## src/verilog/fpAddPkg.sv

```systemverilog
// Floating-point adder definitions
`default_nettype none

package fpAddPkg;

    // Single-precision field widths
    localparam int expWidth = 8;
    localparam int manWidth = 23;

    localparam logic [expWidth-1:0] expMax = 8'd255;
    localparam int bias = 127;

    // Canonical quiet NaN
    localparam logic [31:0] quietNan = 32'h7FC0_0000;

    typedef struct packed {
        logic                sign;
        logic [expWidth-1:0] exponent;
        logic [manWidth-1:0] mantissa;
    } fpFields;

    // Same word seen raw or split into fields
    typedef union packed {
        logic [31:0] raw;
        fpFields     fields;
    } fpWord;

    typedef enum logic [1:0] {
        none = 2'd0,
        nan  = 2'd1,
        inf  = 2'd2,
        zero = 2'd3
    } fpSpecial;

    // Stage one output, larger magnitude first
    typedef struct packed {
        logic                bigSign;
        logic                smallSign;
        logic [manWidth:0]   bigMan;
        logic [manWidth:0]   smallMan;
        logic                guardBit;
        logic                roundBit;
        logic                stickyBit;
        logic [expWidth-1:0] exponent;
        fpSpecial            specialCase;
        logic                specialSign;
    } alignedOp;

    // Stage two output, raw sum before normalization
    typedef struct packed {
        logic                sign;
        logic [manWidth:0]   sumMan;
        logic                carryOut;
        logic                guardBit;
        logic                roundBit;
        logic                stickyBit;
        logic [expWidth-1:0] exponent;
        fpSpecial            specialCase;
        logic                specialSign;
    } sumOp;

endpackage

`default_nettype wire

```

## src/verilog/fpAdder.sv

```systemverilog
// Pipelined single-precision adder
`timescale 1ns/1ns
`default_nettype none

module fpAdder
(
    input  logic            clk,
    input  logic            arstN,
    input  logic            inValid,
    input  fpAddPkg::fpWord a,
    input  fpAddPkg::fpWord b,
    output logic            outValid,
    output fpAddPkg::fpWord sum
);

    logic               alignValid;
    fpAddPkg::alignedOp aligned;
    logic               sumValid;
    fpAddPkg::sumOp     addResult;

    // Classify, order and align
    fpUnpackAlign unpack0
    (
        .clk        (clk),
        .arstN      (arstN),
        .inValid    (inValid),
        .a          (a),
        .b          (b),
        .alignValid (alignValid),
        .aligned    (aligned)
    );

    fpMantissaAdd add0
    (
        .clk        (clk),
        .arstN      (arstN),
        .alignValid (alignValid),
        .aligned    (aligned),
        .sumValid   (sumValid),
        .sum        (addResult)
    );

    // Normalize, round, resolve specials
    fpNormalize norm0
    (
        .clk      (clk),
        .arstN    (arstN),
        .sumValid (sumValid),
        .sum      (addResult),
        .outValid (outValid),
        .result   (sum)
    );

endmodule

`default_nettype wire

```

## src/verilog/fpMantissaAdd.sv

```systemverilog
// Mantissa add and subtract stage
`timescale 1ns/1ns
`default_nettype none

module fpMantissaAdd
(
    input  logic               clk,
    input  logic               arstN,
    input  logic               alignValid,
    input  fpAddPkg::alignedOp aligned,
    output logic               sumValid,
    output fpAddPkg::sumOp     sum
);

    logic [fpAddPkg::manWidth+1:0] total;
    logic [fpAddPkg::manWidth+3:0] bigExt;
    logic [fpAddPkg::manWidth+3:0] smallExt;
    logic [fpAddPkg::manWidth+4:0] diff;
    fpAddPkg::sumOp                sumNext;

    always_comb
    begin
        total    = {1'b0, aligned.bigMan} + {1'b0, aligned.smallMan};

        // Borrow runs through the tail bits too
        bigExt   = {aligned.bigMan, 3'b000};
        smallExt = {aligned.smallMan, aligned.guardBit, aligned.roundBit, aligned.stickyBit};
        diff     = {1'b0, bigExt} - {1'b0, smallExt};

        sumNext.exponent    = aligned.exponent;
        sumNext.specialCase = aligned.specialCase;
        sumNext.specialSign = aligned.specialSign;

        if (aligned.bigSign == aligned.smallSign)
        begin
            sumNext.sign      = aligned.bigSign;
            sumNext.sumMan    = total[fpAddPkg::manWidth:0];
            sumNext.carryOut  = total[fpAddPkg::manWidth+1];
            sumNext.guardBit  = aligned.guardBit;
            sumNext.roundBit  = aligned.roundBit;
            sumNext.stickyBit = aligned.stickyBit;
        end
        else
        begin
            // x + (-x) is +0
            sumNext.sign      = (diff == '0) ? 1'b0 : aligned.bigSign;
            sumNext.sumMan    = diff[fpAddPkg::manWidth+3:3];
            // Only a borrow out of the top, which the ordering rules out
            sumNext.carryOut  = diff[fpAddPkg::manWidth+4];
            sumNext.guardBit  = diff[2];
            sumNext.roundBit  = diff[1];
            sumNext.stickyBit = diff[0];
        end
    end

    always_ff @(posedge clk or negedge arstN)
    begin
        if (!arstN)
        begin
            sumValid <= 1'b0;
            sum      <= '0;
        end
        else
        begin
            sumValid <= alignValid;
            if (alignValid)
                sum <= sumNext;
        end
    end

    // Effective subtraction can never carry out
    noCarryOnSubtract: assert property (@(posedge clk) disable iff (!arstN)
        alignValid && (aligned.bigSign != aligned.smallSign) |=> !sum.carryOut);

endmodule

`default_nettype wire

```

## src/verilog/fpNormalize.sv

```systemverilog
// Normalize, round and special-case stage
`timescale 1ns/1ns
`default_nettype none

module fpNormalize
(
    input  logic            clk,
    input  logic            arstN,
    input  logic            sumValid,
    input  fpAddPkg::sumOp  sum,
    output logic            outValid,
    output fpAddPkg::fpWord result
);

    // Leading zeros of mantissa plus tail, 27 when all clear
    function automatic logic [4:0] countZeros(input logic [fpAddPkg::manWidth+3:0] value);
        logic [4:0] count;
        count = 5'd27;
        for (int i = 0; i <= fpAddPkg::manWidth + 3; i++)
            if (value[i])
                count = 5'(fpAddPkg::manWidth + 3 - i);
        return count;
    endfunction

    logic [fpAddPkg::manWidth+3:0] fullMan;
    logic [4:0]                    zeroCount;
    logic [fpAddPkg::manWidth+3:0] shifted;
    logic [fpAddPkg::manWidth:0]   normMan;
    logic                          guardBit;
    logic                          restBits;
    logic                          roundUp;
    logic [fpAddPkg::manWidth+1:0] rounded;
    logic [fpAddPkg::manWidth-1:0] finalMan;
    int                            expNorm;
    int                            expRounded;
    int                            trueExpNorm;
    int                            trueExpRounded;
    fpAddPkg::fpWord               resultNext;

    always_comb
    begin
        fullMan   = {sum.sumMan, sum.guardBit, sum.roundBit, sum.stickyBit};
        zeroCount = countZeros(fullMan);
        shifted   = fullMan << zeroCount;

        if (sum.carryOut)
        begin
            // One place right, dropped bit joins the tail
            normMan  = {1'b1, sum.sumMan[fpAddPkg::manWidth:1]};
            guardBit = sum.sumMan[0];
            restBits = sum.guardBit | sum.roundBit | sum.stickyBit;
            expNorm  = int'(sum.exponent) + 1;
        end
        else
        begin
            normMan  = shifted[fpAddPkg::manWidth+3:3];
            guardBit = shifted[2];
            restBits = |shifted[1:0];
            expNorm  = int'(sum.exponent) - int'(zeroCount);
        end

        // Nearest-even
        roundUp = guardBit & (restBits | normMan[0]);
        rounded = {1'b0, normMan} + {{(fpAddPkg::manWidth + 1){1'b0}}, roundUp};

        // Rounding carry means mantissa wrapped to 1.0
        if (rounded[fpAddPkg::manWidth+1])
        begin
            finalMan   = rounded[fpAddPkg::manWidth:1];
            expRounded = expNorm + 1;
        end
        else
        begin
            finalMan   = rounded[fpAddPkg::manWidth-1:0];
            expRounded = expNorm;
        end

        trueExpNorm    = expNorm - fpAddPkg::bias;
        trueExpRounded = expRounded - fpAddPkg::bias;

        if (sum.specialCase == fpAddPkg::nan)
            resultNext.raw = fpAddPkg::quietNan;
        else if (sum.specialCase == fpAddPkg::inf)
            resultNext.raw = {sum.specialSign, fpAddPkg::expMax, {fpAddPkg::manWidth{1'b0}}};
        else if (sum.specialCase == fpAddPkg::zero)
            resultNext.raw = {sum.specialSign, 31'b0};
        else if ((fullMan == '0) && !sum.carryOut)
            resultNext.raw = {sum.sign, 31'b0};
        // Below the smallest normal, flush to signed zero
        else if (trueExpNorm < 1 - fpAddPkg::bias)
            resultNext.raw = {sum.sign, 31'b0};
        else if (trueExpRounded > fpAddPkg::bias)
            resultNext.raw = {sum.sign, fpAddPkg::expMax, {fpAddPkg::manWidth{1'b0}}};
        else
            resultNext.raw = {sum.sign, 8'(expRounded), finalMan};
    end

    always_ff @(posedge clk or negedge arstN)
    begin
        if (!arstN)
        begin
            outValid <= 1'b0;
            result   <= '0;
        end
        else
        begin
            outValid <= sumValid;
            if (sumValid)
                result <= resultNext;
        end
    end

    // Every result strobe is backed by a sum strobe one cycle earlier
    outFollowsSum: assert property (@(posedge clk) disable iff (!arstN)
        outValid |-> $past(sumValid));

endmodule

`default_nettype wire

```

## src/verilog/fpUnpackAlign.sv

```systemverilog
// Operand unpack and alignment stage
`timescale 1ns/1ns
`default_nettype none

module fpUnpackAlign
(
    input  logic               clk,
    input  logic               arstN,
    input  logic               inValid,
    input  fpAddPkg::fpWord    a,
    input  fpAddPkg::fpWord    b,
    output logic               alignValid,
    output fpAddPkg::alignedOp aligned
);

    logic aNan;
    logic aInf;
    logic aZero;
    logic bNan;
    logic bInf;
    logic bZero;

    // Effective fields, subnormals read as zero
    logic [fpAddPkg::expWidth-1:0] aExp;
    logic [fpAddPkg::expWidth-1:0] bExp;
    logic [fpAddPkg::manWidth:0]   aMan;
    logic [fpAddPkg::manWidth:0]   bMan;

    logic                          aIsBig;
    logic [fpAddPkg::expWidth-1:0] bigExp;
    logic [fpAddPkg::expWidth-1:0] smallExp;
    logic [fpAddPkg::expWidth-1:0] expDiff;
    logic [fpAddPkg::manWidth:0]   bigMan;
    logic [fpAddPkg::manWidth:0]   smallMan;
    logic [4:0]                    shiftAmt;
    logic [fpAddPkg::manWidth+26:0] shiftedSmall;

    fpAddPkg::fpSpecial special;
    logic               specialSign;
    fpAddPkg::alignedOp alignNext;

    always_comb
    begin
        // Classify both operands
        aNan  = (a.fields.exponent == fpAddPkg::expMax) && (a.fields.mantissa != '0);
        aInf  = (a.fields.exponent == fpAddPkg::expMax) && (a.fields.mantissa == '0);
        aZero = (a.fields.exponent == '0);
        bNan  = (b.fields.exponent == fpAddPkg::expMax) && (b.fields.mantissa != '0);
        bInf  = (b.fields.exponent == fpAddPkg::expMax) && (b.fields.mantissa == '0);
        bZero = (b.fields.exponent == '0);

        // A zero class already has a zero exponent
        aExp = a.fields.exponent;
        bExp = b.fields.exponent;
        aMan = aZero ? '0 : {1'b1, a.fields.mantissa};
        bMan = bZero ? '0 : {1'b1, b.fields.mantissa};

        // Order by magnitude
        aIsBig   = {aExp, aMan} >= {bExp, bMan};
        bigExp   = aIsBig ? aExp : bExp;
        smallExp = aIsBig ? bExp : aExp;
        bigMan   = aIsBig ? aMan : bMan;
        smallMan = aIsBig ? bMan : aMan;

        // Beyond 26 places only sticky survives
        expDiff      = bigExp - smallExp;
        shiftAmt     = (expDiff >= 8'd26) ? 5'd26 : expDiff[4:0];
        shiftedSmall = {smallMan, 26'b0} >> shiftAmt;

        special     = fpAddPkg::none;
        specialSign = 1'b0;
        if (aNan || bNan || (aInf && bInf && (a.fields.sign != b.fields.sign)))
            special = fpAddPkg::nan;
        else if (aInf || bInf)
        begin
            special     = fpAddPkg::inf;
            specialSign = aInf ? a.fields.sign : b.fields.sign;
        end
        else if (aZero && bZero)
        begin
            special     = fpAddPkg::zero;
            specialSign = a.fields.sign & b.fields.sign;
        end

        alignNext.bigSign     = aIsBig ? a.fields.sign : b.fields.sign;
        alignNext.smallSign   = aIsBig ? b.fields.sign : a.fields.sign;
        alignNext.bigMan      = bigMan;
        alignNext.smallMan    = shiftedSmall[fpAddPkg::manWidth+26:26];
        alignNext.guardBit    = shiftedSmall[25];
        alignNext.roundBit    = shiftedSmall[24];
        alignNext.stickyBit   = |shiftedSmall[23:0];
        alignNext.exponent    = bigExp;
        alignNext.specialCase = special;
        alignNext.specialSign = specialSign;
    end

    always_ff @(posedge clk or negedge arstN)
    begin
        if (!arstN)
        begin
            alignValid <= 1'b0;
            aligned    <= '0;
        end
        else
        begin
            alignValid <= inValid;
            if (inValid)
                aligned <= alignNext;
        end
    end

    // A finite, non-zero pair always leads with a normalized mantissa
    bigManNormalized: assert property (@(posedge clk) disable iff (!arstN)
        alignValid && (aligned.specialCase == fpAddPkg::none)
            |-> aligned.bigMan[fpAddPkg::manWidth]);

endmodule

`default_nettype wire
```

## config.mk

```make
export PLATFORM = sky130hd
export DESIGN_NAME = fpAdder
export DESIGN_NICKNAME = d
export VERILOG_FILES = /design/src/verilog/fpAddPkg.sv /design/src/verilog/fpAdder.sv /design/src/verilog/fpMantissaAdd.sv /design/src/verilog/fpNormalize.sv /design/src/verilog/fpUnpackAlign.sv
export SDC_FILE = /design/constraint.sdc
export NUM_CORES = 1
export LEC_CHECK = 0
export ABC_AREA = 1
export BUFFER_PORTS_ARGS = -buffer_cell sky130_fd_sc_hd__buf_4
export CAP_MARGIN = 20
export CORE_UTILIZATION = 59
export CTS_CLUSTER_SIZE = 28
export DETAILED_ROUTE_END_ITERATION = 6
export PLACE_DENSITY = 0.87
export SYNTH_ARGS = -nofsm -noshare
export SYNTH_HDL_FRONTEND = slang
export SYNTH_HIERARCHICAL = 1
export SYNTH_SLANG_ARGS = --single-unit
```

## constraint.sdc

```tcl
create_clock -name clk -period 7.2 [get_ports clk]
set_clock_uncertainty 0.05 [all_clocks]
set_input_delay 0.72 -clock clk [delete_from_list [all_inputs] [get_ports clk]]
set_output_delay 0.72 -clock clk [all_outputs]
set_load 0.005 [all_outputs]
```

==> run metrics <==
Synth cell types 60; Max clock buf depth 2; Post-CTS Setup Bufs 0; clk sinks 139; fmax 152 MHz; Pre-antenna DRT Iters 7; Reg2Reg Depth 52; CP max stage delay 0.41 ns; Synth async-reset ratio 100%; post-synth top area cell nand2_1; post-route ant nets 0; Core Box Area 29,000 µm²; Mapped Cells 3,035; Ports 100; Hold Path Class primary input to async pin; CTS tree done; drt first-iter violations 2,931; clock latency on the worst-skew pair 0.43 ns; Nets 3,242; Post-synth top flop dfrtp_1; initial antenna violation count 0; Worst path slowest cell fa_1; Max IR drop VDD 174 µV; DP HPWL 49.4 mm; Layout area overhead 8.56%; vias after detailed routing 21,377; first-pass GRT wire length 101 mm; register bit total from synthesis 139; Crit path top cell by count nand2_1; Die ar. 30,500 µm²; Worst path depth 52; pwr dens 276 nW/µm²; Slew Viols, Final 0; count of warnings emitted by yosys 6; number of enable flip-flop cells after synthesis 0; placer congestion estimate 1.07; clock root buffer clkbuf_16; fillers 2,751; synthesized area 17,600 µm²; clock slew at reported path FFs 0.06 ns; Tcrit/Tclk final 91.1%; Leak 0.0104 µW; top post-synthesis cells by area nand2_1 (22%), dfrtp_1 (20%), nand3_1 (12%); starting density of the core 60.6%; vias in the first global route 19,662; routed length per instance 18.4 µm; CTS H-tree depth 4; count leader, synth nand2_1; sequential share of the synthesized area 19.8%; worst path required time 7.50 ns; Period minus WS final 6.56 ns; IO buf count 99; worst-path fanout max 25; critical path's top delay family simple AND/OR/NAND/NOR gates; fraction of layout cells with a size suffix above 1 8.26%; diode count 0; aggregate negative setup slack 0 ns; drt drc 49; syn_area_per_cell 5.79 µm²; critical path arrival 6.86 ns; Worst slew margin 36.5%; Post-Syn Nets 3,213; RSZ-0062 raised after global routing no; Die Wd 175 µm; largest net degree at the start of global routing 81; overflow left after global routing 0; Routed WL 63.6 mm; CP Class flop to flop; outcome finished with violations; Num CTS Buffers 17; Crit. End Element flop; Fin. Hold Viols 0; CP Launch Type flop; GR Util All Layers 41.2%; Final setup viols 0; Max Cap Viol 0; die height 175 µm; list of most frequent post-synthesis cells nand2_1 (1,042), nand3_1 (430), inv_1 (359); Slew @ Worst Pin 0.952 ns; failing checks DRC; post-synth top area share 22.3%; placement row count 62; Power Total 5270 µW; via/cell ratio 6.18; Bufs and invs on worst path 3
[worst paths after layout]
kind / startpoint / endpoint / slack (ns)
min reg2reg: unpack0/aligned[10]$_DFFE_PN0P_ / unpack0/aligned[10]$_DFFE_PN0P_ / 0.44
max in group asynchronous: arstN / unpack0/aligned[50]$_DFFE_PN0P_ / 5.90
min in group clk: unpack0/aligned[10]$_DFFE_PN0P_ / unpack0/aligned[10]$_DFFE_PN0P_ / 0.44
max reg2reg: add0/sum[12]$_DFFE_PN0P_ / norm0/result[17]$_DFFE_PN0P_ / 0.64
min: arstN / add0/sum[35]$_DFFE_PN0P_ / 0.20
max: add0/sum[12]$_DFFE_PN0P_ / norm0/result[17]$_DFFE_PN0P_ / 0.64
[power breakdown]
part           leakage [µW]  internal, µW  switching (µW)  total (µW)
clock              0.000303           601             365         966
combinational       0.00836           986            2240        3230
sequential          0.00173           915             157        1070
total                0.0104          2500            2770        5270
[cell type report]
type	instances	area (µm²)	area share [%]
clock buffer	19	453	2.37
inverter	380	1430	7.51
multi-input combinational	2393	12000	63.0
tap	384	480	2.52
clock inverter	12	186	0.978
timing repair buffer	133	1020	5.36
sequential	139	3480	18.2
[routing by layer]
metal  global-route usage [%]  part of all wire [%]  vias up
met3                     6.98                   9.5      266
met4                     20.5                   5.2        0
met5                        0                     0        -
li1                         -                     -     9950
met2                     68.7                    46     1385
met1                     51.4                    39     9776
[state kept, by name (all words and copies together), names as in the netlist]
signal,cells
add0/sum,40
unpack0/aligned,64
norm0/result,32
unpack0/alignValid,1
add0/sumValid,1
norm0/outValid,1
[layout by cell type, fill, tap and decap left out, types with 14 or more instances in the layout]
master,count
o21a_1,24
nand3_1,430
inv_1,359
xor2_1,23
buf_4,131
dfrtp_1,139
nand2_1,1042
o21ai_0,117
o21ai_1,14
nor3_1,27
nand2_2,16
a31oi_1,16
nor4_1,16
ha_1,109
o221ai_1,29
a21oi_1,88
nor2_1,249
clkbuf_16,17
nand4_1,67
[logic make-up after synthesis]
group / after synthesis / synth area share [%]
XOR/XNOR: 28 / 1.40
adder cells (fa/ha/maj): 111 / 7.99
flip-flops: 139 / 19.8
buffers and inverters: 503 / 11.8
AO/OA/AOI/OAI: 354 / 12.3
AND/OR/NAND/NOR: 1900 / 46.6
[worst register-to-register path, delay by kind of cell, from the launching register on]
| family | cells | cell delay (ns) |
|---|---|---|
| AND/OR/NAND/NOR | 43 | 4.26 |
| adder cells (fa/ha/maj) | 3 | 0.92 |
| AO/OA/AOI/OAI | 2 | 0.47 |
| flip-flops | 1 | 0.40 |
| buffers and inverters | 3 | 0.25 |
| XOR/XNOR | 1 | 0.16 |
[stage by stage]
stage / instances / hold slack [ns] / worst slack [ns] / utilization [%] / area [µm²]
after global placement: 3428 / 0.405 / 0.765 / 63.4 / 18400
after detailed placement: 3428 / 0.424 / 0.612 / 63.4 / 18400
after floorplan: 3035 / 0.322 / 1.50 / - / 17600
after global routing: 3460 / 0.247 / 0.0488 / 65.7 / 19100
after CTS: 3459 / 0.237 / 0.574 / 65.6 / 19000
final: 3460 / 0.196 / 0.642 / 65.7 / 19100
[what timing repair did]
action	4_1_cts	5_1_grt
gates resized for setup	0	4
setup endpoints to repair	0	15
endpoints found under the hold margin	0	0
hold buffers	0	0
Note: power is estimated with default switching activity, not from simulation.
